===== config.mk =====
export PLATFORM = sky130hd
export DESIGN_NAME = data_memory_selector
export DESIGN_NICKNAME = d
export VERILOG_FILES = /design/src/logic/dmem_pkg.sv /design/src/logic/data_memory_selector.sv
export SDC_FILE = /design/constraint.sdc
export NUM_CORES = 1
export LEC_CHECK = 0
export ABC_AREA = 1
export BUFFER_PORTS_ARGS = -buffer_cell sky130_fd_sc_hd__buf_2
export CAP_MARGIN = 20
export CORE_AREA = 5 5 119 121
export CTS_BUF_LIST = sky130_fd_sc_hd__clkbuf_16
export DETAILED_ROUTE_END_ITERATION = 16
export DIE_AREA = 0 0 124 126
export HOLD_SLACK_MARGIN = 0.15
export PLACE_DENSITY = 0.5
export SETUP_SLACK_MARGIN = 0.4
export SLEW_MARGIN = 20
export SYNTH_ARGS = -nofsm -noshare
export SYNTH_HDL_FRONTEND = slang
export SYNTH_SLANG_ARGS = --single-unit

===== constraint.sdc =====
create_clock -name clk -period 1.61 [get_ports clk]
set_clock_uncertainty 0.2 [all_clocks]
set_input_delay 0.161 -clock clk [delete_from_list [all_inputs] [get_ports clk]]
set_output_delay 0.161 -clock clk [all_outputs]
set_load 0.05 [all_outputs]

===== src/logic/dmem_pkg.sv =====
package dmem_pkg;

    //////////////////////////////
    // Bus widths
    //////////////////////////////

    localparam int ADDR_W = 32;
    localparam int DATA_W = 32;
    localparam int SEL_W  = DATA_W / 8;

    // Read data returned for accesses outside every region
    localparam logic [DATA_W-1:0] ERR_DATA = 32'hDEAD_BEEF;

    //////////////////////////////
    // Wishbone payloads
    //////////////////////////////

    // Master side, 71 bits
    typedef struct packed {
        logic              cyc;
        logic              stb;
        logic              we;
        logic [ADDR_W-1:0] adr;
        logic [DATA_W-1:0] dat;
        logic [SEL_W-1:0]  sel;
    } wb_req_t;

    // Slave side, 34 bits
    typedef struct packed {
        logic              ack;
        logic              err;
        logic [DATA_W-1:0] dat;
    } wb_rsp_t;

    //////////////////////////////
    // Response routing
    //////////////////////////////

    // Target of the request accepted in the previous cycle
    typedef enum logic [1:0] {
        REGION_NONE     = 2'd0,
        REGION_0        = 2'd1,
        REGION_1        = 2'd2,
        REGION_UNMAPPED = 2'd3
    } region_e;

endpackage

===== src/logic/data_memory_selector.sv =====
`timescale 1ns/1ps

module data_memory_selector #(
    parameter logic [dmem_pkg::ADDR_W-1:0] REGION0_BASE = 32'h8000_0000,
    parameter logic [dmem_pkg::ADDR_W-1:0] REGION0_SIZE = 32'h0000_1000,
    parameter logic [dmem_pkg::ADDR_W-1:0] REGION1_BASE = 32'h8001_0000,
    parameter logic [dmem_pkg::ADDR_W-1:0] REGION1_SIZE = 32'h0001_0000
) (
    input  logic              clk,
    input  logic              rst_n,

    // Core data port
    input  dmem_pkg::wb_req_t core_req_i,
    output dmem_pkg::wb_rsp_t core_rsp_o,

    // Region 0 memory
    output dmem_pkg::wb_req_t region0_req_o,
    input  dmem_pkg::wb_rsp_t region0_rsp_i,

    // Region 1 memory
    output dmem_pkg::wb_req_t region1_req_o,
    input  dmem_pkg::wb_rsp_t region1_rsp_i
);

    // Inclusive last byte address of each region
    localparam logic [dmem_pkg::ADDR_W-1:0] REGION0_LAST = REGION0_BASE + REGION0_SIZE - 1;
    localparam logic [dmem_pkg::ADDR_W-1:0] REGION1_LAST = REGION1_BASE + REGION1_SIZE - 1;

    logic core_accept;
    logic in_region0;
    logic in_region1;
    logic hit_region0;
    logic hit_region1;

    dmem_pkg::region_e target_d;
    dmem_pkg::region_e target_q;

    //////////////////////////////
    // Address decode
    //////////////////////////////

    assign core_accept = core_req_i.cyc && core_req_i.stb;

    always_comb begin
        in_region0 = (core_req_i.adr >= REGION0_BASE) && (core_req_i.adr <= REGION0_LAST);
        in_region1 = (core_req_i.adr >= REGION1_BASE) && (core_req_i.adr <= REGION1_LAST);
    end

    // Region 0 wins if the two ranges ever overlap
    assign hit_region0 = in_region0;
    assign hit_region1 = in_region1 && !in_region0;

    //////////////////////////////
    // Request routing
    //////////////////////////////

    // Forward to one slave with the address rebased, or drive an idle request
    function automatic dmem_pkg::wb_req_t route_req(
        input dmem_pkg::wb_req_t               req,
        input logic                            hit,
        input logic [dmem_pkg::ADDR_W-1:0]     base
    );
        dmem_pkg::wb_req_t fwd;
        fwd = '0;
        if (hit) begin
            fwd     = req;
            fwd.adr = req.adr - base;
        end
        return fwd;
    endfunction

    always_comb begin
        region0_req_o = route_req(core_req_i, hit_region0, REGION0_BASE);
        region1_req_o = route_req(core_req_i, hit_region1, REGION1_BASE);
    end

    //////////////////////////////
    // Response steering
    //////////////////////////////

    // Where this cycle's request goes, if there is one
    always_comb begin
        if (!core_accept) begin
            target_d = dmem_pkg::REGION_NONE;
        end else if (hit_region0) begin
            target_d = dmem_pkg::REGION_0;
        end else if (hit_region1) begin
            target_d = dmem_pkg::REGION_1;
        end else begin
            target_d = dmem_pkg::REGION_UNMAPPED;
        end
    end

    always_ff @(posedge clk or negedge rst_n) begin
        if (!rst_n) begin
            target_q <= dmem_pkg::REGION_NONE;
        end else begin
            target_q <= target_d;
        end
    end

    // One response per cycle picked by last cycle's target
    always_comb begin
        case (target_q)
            dmem_pkg::REGION_0: begin
                core_rsp_o = region0_rsp_i;
            end
            dmem_pkg::REGION_1: begin
                core_rsp_o = region1_rsp_i;
            end
            dmem_pkg::REGION_UNMAPPED: begin
                // Decoder answers itself since no slave saw the request
                core_rsp_o.ack = 1'b1;
                core_rsp_o.err = 1'b1;
                core_rsp_o.dat = dmem_pkg::ERR_DATA;
            end
            default: begin
                core_rsp_o = '0;
            end
        endcase
    end

    //////////////////////////////
    // Checks
    //////////////////////////////

    // At most one slave is strobed per cycle
    region_stb_onehot: assert property (
        @(posedge clk) disable iff (!rst_n)
        !(region0_req_o.stb && region1_req_o.stb)
    ) else $error("both region strobes high");

    // Slave or decoder answers every accepted request on the next cycle
    ack_after_accept: assert property (
        @(posedge clk) disable iff (!rst_n)
        core_accept |=> core_rsp_o.ack
    ) else $error("missing ack one cycle after accepted request");

endmodule


==> results.yml <==
run_status:
  violations: "negative setup slack"
  status: "finished with violations"
synthesis:
  synthTopCellsByArea: "nor2_1, inv_1, nand2_1"
  netlist_top_cells_count: "nor2_1, inv_1, nand2_1, a21oi_1, buf_4"
  ys_warn_count: 0
  syn_inst: 425
  synth_top_area_frac: 0.349
  yosysMostFrequentCell: "nor2_1"
  synth-edff-count: 0
  yosysSeqAreaShare: 0.0260
  avgSynthCellArea_um2: 4.52
  async_flop_share: 1.00
  ys.flop_type: "dfrtp_1"
  syn_area_mm2: 0.00192
  synth_top_cell_by_area: "nor2_1"
  ys_ff_latch: 2
  synth_cell_types: 22
cells_and_area:
  largestRegisters: "target_q: 2 flops"
  antennaDiodeCount: 0
  largest_reg_flops: 2
  fin_cells: 970
  nets: 939
  largest-register: "target_q"
  fin_area_mm2: 0.00767
  drive_gt1_frac: 0.797
  area_growth_pct: 299
  utilization: 0.591
setup_path:
  path_cells: "buf_2 -> nor2_2 -> nand2_1 -> nor2_1 -> nor2_1 -> nor2_1 -> nand2_2 -> nand3_4 -> buf_6 -> buf_12 -> nor2_4 -> buf_4"
  cp_top_family: "simple AND/OR/NAND/NOR gates"
  critPathCaptureType: "primary output"
  path_common_cell: "nor2_1"
  required_ns: 1.25
  crit_path_max_fanout: 8
  crit_path_max_incr_delay_ns: 0.21
  cp.arrival_ns: 1.78
  crit_type: "in2out"
  cp_slowest_cell: "buf_4"
  cp_num_buf_inv: 4
  cp-start-kind: "input port"
floorplan:
  initial_core_util: 0.148
  floorplan.rows: 42
  dieArea_mm2: 0.0156
  core-area_mm2: 0.0130
  ios: 317
  die_y_um: 126
  fp.dieW_um: 124
place:
  dpl.cell_count: 911
  hpwl_um: 10200
  pre_cts_ws_ns: -0.671
  placed_area_mm2: 0.00522
  port_buffers: 295
  gp_congestion: 0.803
grt:
  grt_overflow_total: 0
  grt_pass1_wl_um: 21000
  grt_pass1_vias: 4359
  grt_max_degree: 31
  grt.total_usage: 0.165
  grt_antenna_before_repair: 0
routing:
  wl_um: 15100
  drt-wirelength-per-cell_um: 15.6
  first_iter_violations: 74
  vias: 4009
  viasPerCell: 4.13
  ant_nets: 0
  drcViolationCount: 0
  drt_first_pass_iters: 4
timing:
  maxSlewHeadroom: 0.442
  hold_violations: 0
  tns_ns: -56.44
  drv_slew: 0
  rsz0062_at_grt: "yes"
  period_share: 1.33
  worst_slack_ns: -0.533
  setup_viol: 155
  tightest_slew_ns: 0.837
  fmax_ghz: 0.467
  min_period_ns: 2.14
clock_network:
  cts_buffer_depth: 2
  root_buffer: "clkbuf_16"
  htree_levels: 1
  cts_tree: "done"
  clkSinkCount: 2
  cts_buffers: 3
power_and_ir_drop:
  power_density_mw_per_mm2: 399
  peakVddDrop_mv: 0.235
  p_leak_nw: 3.51
run:
  drv_cap: 0
min_path:
  hold_path_class: "in2out"
cell type report:
cell class	count	area (µm²)
well taps	176	220
fillers	1037	5310
clock buffers	3	75.1
repair buffers	389	3930
multi-input cells	323	3060
inverters	76	327
clock inverters	1	3.75
flip-flops and latches	2	51.3
final timing paths:
check                      depth (start not counted)  slack, ns               from                 to
setup / recovery                                  12      -0.53     core_req_i[54]  region1_req_o[55]
hold / removal                                     4       0.48  region0_rsp_i[14]     core_rsp_o[14]
max in group asynchronous                          3       0.45              rst_n        target_q[1]
min in group asynchronous                          3       0.62              rst_n        target_q[1]
per-stage QoR:
step	hold slack (ns)	power, mW
floorplan	-0.335	1.52
global placement	-0.254	1.99
detailed placement	-0.252	2.00
CTS	0.459	2.81
global route	0.497	3.19
finish	0.480	3.06
what timing repair did:
action                                  in CTS  in global routing
cloned                                       9                  6
hold buffers                                 4                  0
endpoints found under the setup margin     157                157
hold endpoints to repair                     4                  0
gates resized for setup                    315                186
setup buffers                               28                  8
pin swaps                                   28                 25
power breakdown:
group	switching [mW]	total (mW)	internal [mW]	leakage, nW
combinational	1.58	2.62	1.04	3.45
clock	0.0605	0.380	0.320	0.0423
sequential	0.00494	0.0586	0.0536	0.0249
total	1.65	3.06	1.41	3.51
kinds of logic (layout without fill, tap and decap cells):
kind of cell             count (synthesis)  after routing  share of synthesized area
AND/OR/NAND/NOR                        262            262                      0.539
buffers and inverters                  120            469                      0.316
AO/OA/AOI/OAI                           36             36                     0.0937
adder cells (fa/ha/maj)                  3              3                     0.0195
flip-flops                               2              2                     0.0260
other                                    1             21                    0.00195
XOR/XNOR                                 1              1                    0.00456
layout by cell type (no fill, tap or decap):
cell type      instances
nand3_4                3
inv_12                 1
inv_4                  2
nand2_1               39
nand2_2               20
o21ai_4                8
dfrtp_1                1
dlygate4sd3_1          4
nand3_1                2
nor2_2                13
buf_16                13
nand2_4                7
ha_4                   3
nand4_1                2
buf_2                133
nor2_1                20
o21ai_2                1
a21oi_2                4
conb_1                21
nand3_2                6
a21oi_4               23
inv_8                  1
xor2_2                 1
nor3b_2                1
buf_12                18
or2_4                  1
nand2_8                1
nor2_4               147
inv_1                 72
buf_6                143
dfrtp_2                1
inv_16                 1
buf_4                 43
clkbuf_16              8
buf_8                 30
per-layer routing:
layer,routed length (µm),global-route usage,up-vias,part of all wire
met5,0,0,-,0
met4,359,0.0419,0,0.024
met3,1340,0.0435,32,0.088
met2,8590,0.325,201,0.57
met1,4850,0.167,1835,0.32
li1,-,-,1941,-
No activity file was read; power rests on OpenSTA's default activity.
